--- config.mk ---
export PLATFORM = sky130hd
export DESIGN_NAME = stepper_core
export DESIGN_NICKNAME = d
export VERILOG_FILES = /design/src/stepper_pkg.sv /design/src/spi_command_decoder.sv /design/src/move_sequencer.sv /design/src/dda_axis.sv /design/src/step_position.sv /design/src/stepper_core.sv
export VERILOG_INCLUDE_DIRS = /design/src
export SDC_FILE = /design/constraint.sdc
export NUM_CORES = 2
export LEC_CHECK = 0
export BUFFER_PORTS_ARGS = -buffer_cell sky130_fd_sc_hd__buf_4
export CORE_MARGIN = 5
export CORE_UTILIZATION = 57
export CTS_CLUSTER_SIZE = 10
export DETAILED_ROUTE_END_ITERATION = 12
export PLACE_DENSITY_LB_ADDON = 0.1
export SKIP_LAST_GASP = 1
export SYNTH_ARGS = -nofsm -noshare
export SYNTH_HDL_FRONTEND = slang
export SYNTH_SLANG_ARGS = --single-unit
--- constraint.sdc ---
create_clock -name CLK -period 19.6 [get_ports CLK]
set_clock_uncertainty 0.1 [all_clocks]
set_input_delay 3.92 -clock CLK [delete_from_list [all_inputs] [get_ports CLK]]
set_output_delay 3.92 -clock CLK [all_outputs]
set_load 0.01 [all_outputs]
--- src/stepper_defines.svh ---
// Constants shared by the stepper core package and RTL, pulled in with `include
`ifndef STEPPER_DEFINES_SVH
`define STEPPER_DEFINES_SVH

// Core geometry
`define STEPPER_NUM_AXES      3
`define STEPPER_WORD_BITS     64
`define STEPPER_DDA_BITS      64
`define STEPPER_DURATION_BITS 32
`define STEPPER_POS_BITS      32

// Command headers, top byte of the first word
`define STEPPER_CMD_STEP        8'h01
`define STEPPER_CMD_ENABLE      8'h0a
`define STEPPER_CMD_BRAKE       8'h0b
`define STEPPER_CMD_CLK_DIVISOR 8'h20
`define STEPPER_CMD_FAULT       8'h50
`define STEPPER_CMD_VERSION     8'hfe

`define STEPPER_DEFAULT_DIVISOR 8'd32 // Clocks per DDA tick out of reset

// Devel, major, minor, patch
`define STEPPER_VERSION 32'h00_01_00_03

`endif

--- src/stepper_pkg.sv ---
// Types shared by the stepper core RTL and testbench, imported where a module needs them
`default_nettype none
`include "stepper_defines.svh"

package stepper_pkg;

  typedef logic [`STEPPER_NUM_AXES-1:0] axis_mask_t;     // One bit per axis
  typedef logic [`STEPPER_DDA_BITS-1:0] dda_word_t;
  typedef logic signed [`STEPPER_POS_BITS-1:0] position_t;

  // DDA rate and its change per tick
  typedef struct packed {
    dda_word_t increment;
    dda_word_t increment_increment;
  } axis_params_t;

  // One coordinated move as held in a buffer slot
  typedef struct packed {
    axis_mask_t                                dir;      // 1 counts up
    logic [`STEPPER_DURATION_BITS-1:0]         duration; // In DDA ticks
    axis_params_t [`STEPPER_NUM_AXES-1:0]      axes;
  } move_t;

  // Broadcast from the sequencer to every axis
  typedef struct packed {
    logic load; // Start of a move
    logic run;  // Move in progress
  } axis_ctrl_t;

endpackage

`default_nettype wire

--- src/spi_command_decoder.sv ---
// Host word decoder: control registers, reply words and move assembly for the stepper core
`timescale 1ns/1ps
`default_nettype none
`include "stepper_defines.svh"

module spi_command_decoder (
  input  logic                                           CLK,
  input  logic                                           resetn,
  input  logic                                           word_received,
  input  logic [`STEPPER_WORD_BITS-1:0]                  word_data_received,
  input  stepper_pkg::axis_mask_t                        stepper_faultn,
  input  logic [`STEPPER_NUM_AXES*`STEPPER_POS_BITS-1:0] positions,
  output logic [`STEPPER_WORD_BITS-1:0]                  word_send_data,
  output stepper_pkg::axis_mask_t                        enable,
  output stepper_pkg::axis_mask_t                        brake,
  output logic [7:0]                                     divisor,
  output logic                                           move_write,
  output stepper_pkg::move_t                             move
);
  import stepper_pkg::*;

  // Header, duration, then increment and increment_increment per axis
  localparam int move_words = 2 + 2 * `STEPPER_NUM_AXES;
  localparam int count_bits = $clog2(move_words);

  logic                                  word_received_q; // Edge register
  logic                                  word_take;       // One pulse per host word
  logic [7:0]                            header;
  logic [7:0]                            pending_header;
  logic [count_bits-1:0]                 word_count;
  logic                                  in_move;
  position_t [`STEPPER_NUM_AXES-1:0]     pos_snap;        // Positions at the move header

  assign header  = word_data_received[`STEPPER_WORD_BITS-1 -: 8];
  assign in_move = (pending_header == `STEPPER_CMD_STEP);

  always_ff @(posedge CLK) begin
    if (resetn) begin
      word_received_q <= 1'b0;
      word_take       <= 1'b0;
    end else begin
      word_received_q <= word_received;
      word_take       <= word_received & ~word_received_q;
    end
  end

  // Control registers and replies
  always_ff @(posedge CLK) begin
    if (resetn) begin
      word_send_data <= '0;
      enable         <= '0;
      brake          <= '0;
      divisor        <= `STEPPER_DEFAULT_DIVISOR;
      move_write     <= 1'b0;
      pending_header <= '0;
      word_count     <= '0;
    end else begin
      move_write <= 1'b0;
      if (word_take) begin
        word_send_data <= '0; // Zero unless a command says otherwise
        if (!in_move) begin
          pending_header <= header;
          word_count     <= count_bits'(1);
          case (header)
            `STEPPER_CMD_ENABLE:      enable  <= word_data_received[`STEPPER_NUM_AXES-1:0];
            `STEPPER_CMD_BRAKE:       brake   <= word_data_received[`STEPPER_NUM_AXES-1:0];
            `STEPPER_CMD_CLK_DIVISOR: divisor <= word_data_received[7:0];
            `STEPPER_CMD_FAULT: begin
              word_send_data[`STEPPER_NUM_AXES-1:0] <= stepper_faultn;
            end
            `STEPPER_CMD_VERSION: begin
              word_send_data[31:0] <= `STEPPER_VERSION;
            end
            default: ;
          endcase
        end else begin
          word_count <= word_count + 1'b1;
          // Duration word returns axis 0, each increment_increment word the next axis
          for (int a = 0; a < `STEPPER_NUM_AXES; a++) begin
            if (word_count == count_bits'(2 * a + 1)) begin
              word_send_data[`STEPPER_POS_BITS-1:0] <= pos_snap[a];
            end
          end
          if (word_count == count_bits'(move_words - 1)) begin
            move_write     <= 1'b1; // Last word, hand the move over
            pending_header <= '0;
            word_count     <= '0;
          end
        end
      end
    end
  end

  // Move payload, filled word by word
  always_ff @(posedge CLK) begin
    if (word_take) begin
      if (!in_move) begin
        if (header == `STEPPER_CMD_STEP) begin
          move.dir <= word_data_received[`STEPPER_NUM_AXES-1:0];
          pos_snap <= positions;
        end
      end else begin
        if (word_count == count_bits'(1)) begin
          move.duration <= word_data_received[`STEPPER_DURATION_BITS-1:0];
        end
        for (int a = 0; a < `STEPPER_NUM_AXES; a++) begin
          if (word_count == count_bits'(2 * a + 2)) begin
            move.axes[a].increment <= word_data_received;
          end
          if (word_count == count_bits'(2 * a + 3)) begin
            move.axes[a].increment_increment <= word_data_received;
          end
        end
      end
    end
  end

endmodule

`default_nettype wire

--- src/move_sequencer.sv ---
// Move sequencer: DDA tick divider, two-slot move buffer and the run state machine
`timescale 1ns/1ps
`default_nettype none
`include "stepper_defines.svh"

module move_sequencer (
  input  logic                                             CLK,
  input  logic                                             resetn,
  input  logic [7:0]                                       divisor,
  input  logic                                             move_write,
  input  stepper_pkg::move_t                               move,
  output logic                                             dda_tick,
  output stepper_pkg::axis_ctrl_t                          ctrl,
  output stepper_pkg::axis_params_t [`STEPPER_NUM_AXES-1:0] params,
  output stepper_pkg::axis_mask_t                          dir,
  output logic                                             buffer_dtr,
  output logic                                             move_done
);
  import stepper_pkg::*;

  typedef enum logic {
    st_idle,
    st_run
  } state_t;

  state_t                            state;
  logic [7:0]                        div_count;
  logic [8:0]                        div_next;
  move_t                             slot [2];
  logic [1:0]                        full;
  logic                              wr_idx;
  logic                              rd_idx;
  logic                              load;
  logic [`STEPPER_DURATION_BITS-1:0] remaining; // Ticks left in the active move

  assign div_next = {1'b0, div_count} + 9'd1;

  // One tick every divisor clocks, divisor 0 behaves as 1
  always_ff @(posedge CLK) begin
    if (resetn) begin
      div_count <= '0;
      dda_tick  <= 1'b0;
    end else if (div_next >= {1'b0, divisor}) begin
      div_count <= '0;
      dda_tick  <= 1'b1;
    end else begin
      div_count <= div_next[7:0];
      dda_tick  <= 1'b0;
    end
  end

  always_ff @(posedge CLK) begin
    if (move_write) begin
      slot[wr_idx] <= move;
    end
  end

  always_ff @(posedge CLK) begin
    if (resetn) begin
      state     <= st_idle;
      full      <= '0;
      wr_idx    <= 1'b0;
      rd_idx    <= 1'b0;
      load      <= 1'b0;
      remaining <= '0;
      dir       <= '0;
      move_done <= 1'b0;
    end else begin
      load      <= 1'b0;
      move_done <= 1'b0;
      case (state)
        st_idle: begin
          if (dda_tick && full[rd_idx]) begin
            state     <= st_run;
            load      <= 1'b1;
            remaining <= slot[rd_idx].duration;
            dir       <= slot[rd_idx].dir; // Held until the next move so late steps count right
          end
        end
        st_run: begin
          // A tick in the load cycle is not seen by the axes
          if (dda_tick && !load) begin
            if (remaining < `STEPPER_DURATION_BITS'(2)) begin
              state          <= st_idle;
              move_done      <= 1'b1;
              full[rd_idx]   <= 1'b0;
              rd_idx         <= ~rd_idx;
            end else begin
              remaining <= remaining - 1'b1;
            end
          end
        end
        default: state <= st_idle;
      endcase
      if (move_write) begin
        full[wr_idx] <= 1'b1; // Wins over a free of the same slot
        wr_idx       <= ~wr_idx;
      end
    end
  end

  assign ctrl       = {load, state == st_run};
  assign params     = slot[rd_idx].axes;
  assign buffer_dtr = ~full[wr_idx];

endmodule

`default_nettype wire

--- src/dda_axis.sv ---
// Second-order DDA step generator, one instance per axis under the sequencer
`timescale 1ns/1ps
`default_nettype none
`include "stepper_defines.svh"

module dda_axis (
  input  logic                      CLK,
  input  logic                      resetn,
  input  logic                      dda_tick,
  input  stepper_pkg::axis_ctrl_t   ctrl,
  input  stepper_pkg::axis_params_t params,
  output logic                      step
);
  import stepper_pkg::*;

  dda_word_t                acc;
  dda_word_t                inc;     // Current rate
  logic [`STEPPER_DDA_BITS:0] acc_sum; // Top bit is the carry

  assign acc_sum = {1'b0, acc} + {1'b0, inc};

  always_ff @(posedge CLK) begin
    if (resetn) begin
      acc  <= '0;
      inc  <= '0;
      step <= 1'b0;
    end else begin
      step <= 1'b0;
      if (ctrl.load) begin
        acc <= '0;
        inc <= params.increment;
      end else if (ctrl.run && dda_tick) begin
        inc  <= inc + params.increment_increment;
        acc  <= acc_sum[`STEPPER_DDA_BITS-1:0];
        step <= acc_sum[`STEPPER_DDA_BITS]; // Overflow makes one step
      end
    end
  end

endmodule

`default_nettype wire

--- src/step_position.sv ---
// Signed step position counters for every axis, read back by the command decoder
`timescale 1ns/1ps
`default_nettype none
`include "stepper_defines.svh"

module step_position (
  input  logic                                           CLK,
  input  logic                                           resetn,
  input  stepper_pkg::axis_mask_t                        step,
  input  stepper_pkg::axis_mask_t                        dir,
  output logic [`STEPPER_NUM_AXES*`STEPPER_POS_BITS-1:0] positions
);
  import stepper_pkg::*;

  position_t [`STEPPER_NUM_AXES-1:0] pos;

  always_ff @(posedge CLK) begin
    if (resetn) begin
      pos <= '0;
    end else begin
      for (int i = 0; i < `STEPPER_NUM_AXES; i++) begin
        if (step[i]) begin
          // Dir high counts up
          if (dir[i]) begin
            pos[i] <= pos[i] + position_t'(1);
          end else begin
            pos[i] <= pos[i] - position_t'(1);
          end
        end
      end
    end
  end

  assign positions = pos; // Axis 0 in the low bits

endmodule

`default_nettype wire

--- src/stepper_core.sv ---
// Top of the stepper command and motion core, the block a host bus and motor drivers attach to
`timescale 1ns/1ps
`default_nettype none
`include "stepper_defines.svh"

module stepper_core (
  input  logic                          CLK,
  input  logic                          resetn,
  input  logic                          word_received,
  input  logic [`STEPPER_WORD_BITS-1:0] word_data_received,
  input  stepper_pkg::axis_mask_t       stepper_faultn,
  output logic [`STEPPER_WORD_BITS-1:0] word_send_data,
  output logic                          buffer_dtr,
  output logic                          move_done,
  output stepper_pkg::axis_mask_t       step,
  output stepper_pkg::axis_mask_t       dir,
  output stepper_pkg::axis_mask_t       enable,
  output stepper_pkg::axis_mask_t       brake
);
  import stepper_pkg::*;

  logic [7:0]                                     divisor;
  logic                                           move_write;
  move_t                                          move;
  logic                                           dda_tick;
  axis_ctrl_t                                     ctrl;
  axis_params_t [`STEPPER_NUM_AXES-1:0]           params;
  logic [`STEPPER_NUM_AXES*`STEPPER_POS_BITS-1:0] positions;

  spi_command_decoder decoder_i (
    .CLK                (CLK),
    .resetn             (resetn),
    .word_received      (word_received),
    .word_data_received (word_data_received),
    .stepper_faultn     (stepper_faultn),
    .positions          (positions),
    .word_send_data     (word_send_data),
    .enable             (enable),
    .brake              (brake),
    .divisor            (divisor),
    .move_write         (move_write),
    .move               (move)
  );

  move_sequencer sequencer_i (
    .CLK        (CLK),
    .resetn     (resetn),
    .divisor    (divisor),
    .move_write (move_write),
    .move       (move),
    .dda_tick   (dda_tick),
    .ctrl       (ctrl),
    .params     (params),
    .dir        (dir),
    .buffer_dtr (buffer_dtr),
    .move_done  (move_done)
  );

  // One DDA per axis, all sharing tick and control
  for (genvar i = 0; i < `STEPPER_NUM_AXES; i++) begin : g_axis
    dda_axis axis_i (
      .CLK      (CLK),
      .resetn   (resetn),
      .dda_tick (dda_tick),
      .ctrl     (ctrl),
      .params   (params[i]),
      .step     (step[i])
    );
  end

  step_position position_i (
    .CLK       (CLK),
    .resetn    (resetn),
    .step      (step),
    .dir       (dir),
    .positions (positions)
  );

endmodule

`default_nettype wire

==> summary.md <==
| Metric | Value |
|---|---|
| Status | finished, final reports clean |
| Yosys top cell by area | edfxtp_1 |
| Htree depth | 4 |
| Min cycle time layout | 6.74 ns |
| Worst setup path category | reg -> reg |
| Share of layout cells above drive strength 1 | 0.0872 |
| WL final | 240000 µm |
| Die Area | 0.173 mm² |
| Combinational power share | 0.012 |
| Routed Antenna Nets | 0 |
| Most common cell after layout, fill and taps aside | edfxtp_1 |
| 1st-iter DRT viols | 5945 |
| GRT Util Overall | 0.271 |
| Number of remaining DRC errors | 0 |
| CTS tree | yes |
| Avg Inst Size Synth | 11.5 µm² |
| I/O pin count | 148 |
| RSZ-0062 raised after global routing | false |
| Post-CTS Setup Bufs | 0 |
| Synth Cell Area | 0.0938 mm² |
| Hold Path Class | reg -> reg |
| Initial Util | 0.575 |
| Inserted Clock Buffers | 218 |
| DR vias/cell | 6.14 |
| Core footprint | 0.163 mm² |
| Final hold vios | 0 |
| Initial antenna violation count | 12 |
| Main synth FF type | edfxtp_1 |
| Fin. max-slew vios | 0 |
| Wire per inst | 22.7 µm |
| Worst vdd ir | 0.101 mV |
| Gpl congestion | 0.928 |
| Dpl hpwl | 160000 µm |
| Cell count after synthesis | 8174 |
| Final Cycle Share | 0.344 |
| Measured slew at the worst slew-check pin | 1.15 ns |
| Maxcap violations | 0 |
| Non-filler cells, final | 10546 |
| Die Span Y | 416 µm |
| Clock buffer depth | 3 |
| Placed Cells | 10135 |
| R2R Path End | g_axis[2].axis_i.inc[57] |
| First-pass GRT wire length | 367000 µm |
| Hold WS | 0.280 ns |
| Fmax | 148 MHz |
| Area contributors post-synth | edfxtp_1 (43%), dfxtp_1 (13%), ha_1 (6.5%) |
| Worst-case reg-to-reg path depth | 18 |
| Port Buf Inserts | 115 |
| Area grow syn2layout | 9.78% |
| Seq cells post-synth | 1948 |
| P per Cell Area | 79.6 mW/mm² |
| Worst EP arrival | 7.39 ns |
| Clock power frac | 0.456 |
| Post-synth EDFFs | 1353 |
| Final core occ | 0.631 |
| Flop pwr share | 0.532 |
| Nets | 8746 |
| Placement-stage cell area | 0.0965 mm² |
| Leakage | 37.7 nW |
| FFs w/ async S/R, synth | 0 |
| Die Width | 416 µm |
| Clk_lat worst skew | 0.84 ns |
| Sw Ratio | 0.203 |
| Post-synth top area share | 0.433 |
| Most frequent cells in the layout | edfxtp_1 (1353), a21oi_1 (751), nand2_1 (713), dfxtp_1 (589), nor2_1 (582) |
| Quantity of gates resized following cts | 0 |
| Finish-stage setup viols | 0 |
| Fillers | 12768 |
| Vias in the first global route | 62827 |
| Crit path required time | 20.25 ns |
| Slew headroom | 0.233 |
| CP Max Fanout | 53 |
| Setup crit end kind | register |
| Critical Path End | g_axis[2].axis_i.inc[57] |
| Switch Pwr | 1.67 mW |
| Cts hold-fix bufs | 0 |
| Int Power | 6.53 mW |
| Num Clock Sinks | 1948 |
| Grt total ovfl | 0 |
| Count of cell types in the netlist | 94 |
| Rows | 148 |
| Largest net degree at the start of global routing | 145 |
| Routed vias | 64770 |
| CTS clock-pin slew for the worst setup and hold paths | 0.06 ns |
| Cell at the root of the clock tree | clkbuf_16 |
| Critical path startpoint category | register |
| Yosys warns | 0 |
| Post-route setup TNS | 0 ns |
| Fin area | 0.103 mm² |
| Initial DRT Pass Iterations | 9 |
| Sequential area share after synthesis | 0.560 |
| Worst R2R Setup Slack | 12.86 ns |
-- layer usage --
metal | wire, µm | vias to the layer above | global-route usage
met4 | 6740 | 2 | 0.0797
met1 | 107000 | 31640 | 0.386
met3 | 15200 | 391 | 0.0390
met5 | 12 | - | 0
li1 | - | 30703 | -
met2 | 111000 | 2034 | 0.435
-- state kept, by name, indices dropped and copies added (netlist names), 32 cells and up, named ones only --
signal                    cells
decoder_i.pos_snap           96
sequencer_i.slot            838
sequencer_i.remaining        32
position_i.positions         96
g_axis.axis_i.inc           192
g_axis.axis_i.acc           192
decoder_i.move              419
decoder_i.word_send_data     32
-- cells in the mapped netlist, types with 12 or more instances --
| cell | n |
|---|---|
| clkbuf_1 | 350 |
| and3_1 | 53 |
| a211o_1 | 15 |
| inv_1 | 137 |
| nor2_1 | 586 |
| dfxtp_1 | 595 |
| mux2i_1 | 314 |
| nor4_1 | 33 |
| o22ai_1 | 21 |
| a22oi_1 | 35 |
| a21o_1 | 291 |
| a221o_1 | 33 |
| a21boi_0 | 41 |
| o31ai_1 | 21 |
| o21bai_1 | 95 |
| and2_1 | 34 |
| nand2_1 | 715 |
| buf_4 | 37 |
| and4_1 | 16 |
| nand2b_1 | 55 |
| mux2_2 | 203 |
| nor2b_1 | 52 |
| a41oi_1 | 12 |
| or2_2 | 16 |
| a211oi_1 | 214 |
| o211ai_1 | 23 |
| or3_1 | 31 |
| nand3_1 | 113 |
| nand4_1 | 100 |
| o221ai_1 | 48 |
| o21ai_0 | 346 |
| a221oi_1 | 79 |
| xor2_1 | 149 |
| o21a_1 | 45 |
| buf_1 | 51 |
| nor3_1 | 80 |
| edfxtp_1 | 1353 |
| a31oi_1 | 70 |
| a311oi_1 | 15 |
| xnor2_1 | 283 |
| o31a_1 | 16 |
| ha_1 | 487 |
| a21oi_1 | 751 |
-- power by group through the flow --
stage	sequential, mW	clock, mW	combinational [mW]
final	4.36	3.74	0.0996
after global routing	4.36	4.00	0.104
after CTS	4.36	3.82	0.100
after detailed placement	4.45	0	0.0998
after global placement	4.45	0	0.0991
after floorplan	4.45	0	0.0376
-- through the flow --
| step | power (mW) | setup WS [ns] |
|---|---|---|
| after detailed placement | 4.55 | 12.85 |
| after floorplan | 4.49 | 7.60 |
| after global routing | 8.46 | 12.49 |
| after global placement | 4.55 | 12.87 |
| final | 8.20 | 12.86 |
| after CTS | 8.28 | 13.04 |
-- cells by family after synthesis --
logic type | Yosys count | synth area share
xor gates and xnor gates | 432 | 0.0403
DFF | 1948 | 0.560
adders and majority gates | 496 | 0.0669
buffers and inverters | 580 | 0.0247
other | 1 | 0.0000400
and+or+nand+nor | 1920 | 0.0919
muxes | 517 | 0.0579
AOI/OAI and AO/OA | 2280 | 0.158
-- layout make-up --
type	instances	area (µm²)	area share
flip-flops and latches	1948	52600	0.510
repair buffers	196	1530	0.0148
clock inverters	20	294	0.00286
clock buffers	389	6210	0.0603
well taps	2175	2720	0.0264
multi-input cells	5677	39100	0.380
inverters	139	522	0.00507
diodes	2	5.00	0.0000486
-- critical path, stage by stage, from the launching register on --
cell and delay [ns]:
dfxtp_4 0.79, buf_4 0.82, buf_4 0.63, mux2_2 0.41, ha_1 0.34, nand2_1 0.11, nor2_1 0.13, nand4_1 0.13
a2111oi_0 0.92, a21oi_1 0.09, buf_4 0.22, o311ai_1 0.24, buf_4 0.24, nand2_1 0.13, o21ai_1 0.45, a21oi_1 0.27
xnor2_1 0.20, nand2_1 0.07, a221oi_1 0.24
-- worst min path at each step --
stage / slack, ns / end / depth (start not counted) / start
3_5_place_dp: 0.28 / decoder_i.word_take / 1 / decoder_i.word_received_q
4_1_cts: 0.28 / decoder_i.word_take / 1 / decoder_i.word_received_q
6_report: 0.28 / decoder_i.word_take / 1 / decoder_i.word_received_q
2_1_floorplan: 0.27 / decoder_i.word_take / 1 / decoder_i.word_received_q
5_1_grt: 0.28 / decoder_i.word_take / 1 / decoder_i.word_received_q
3_3_place_gp: 0.27 / decoder_i.word_take / 1 / decoder_i.word_received_q
Note: power is estimated with default switching activity, not from simulation.
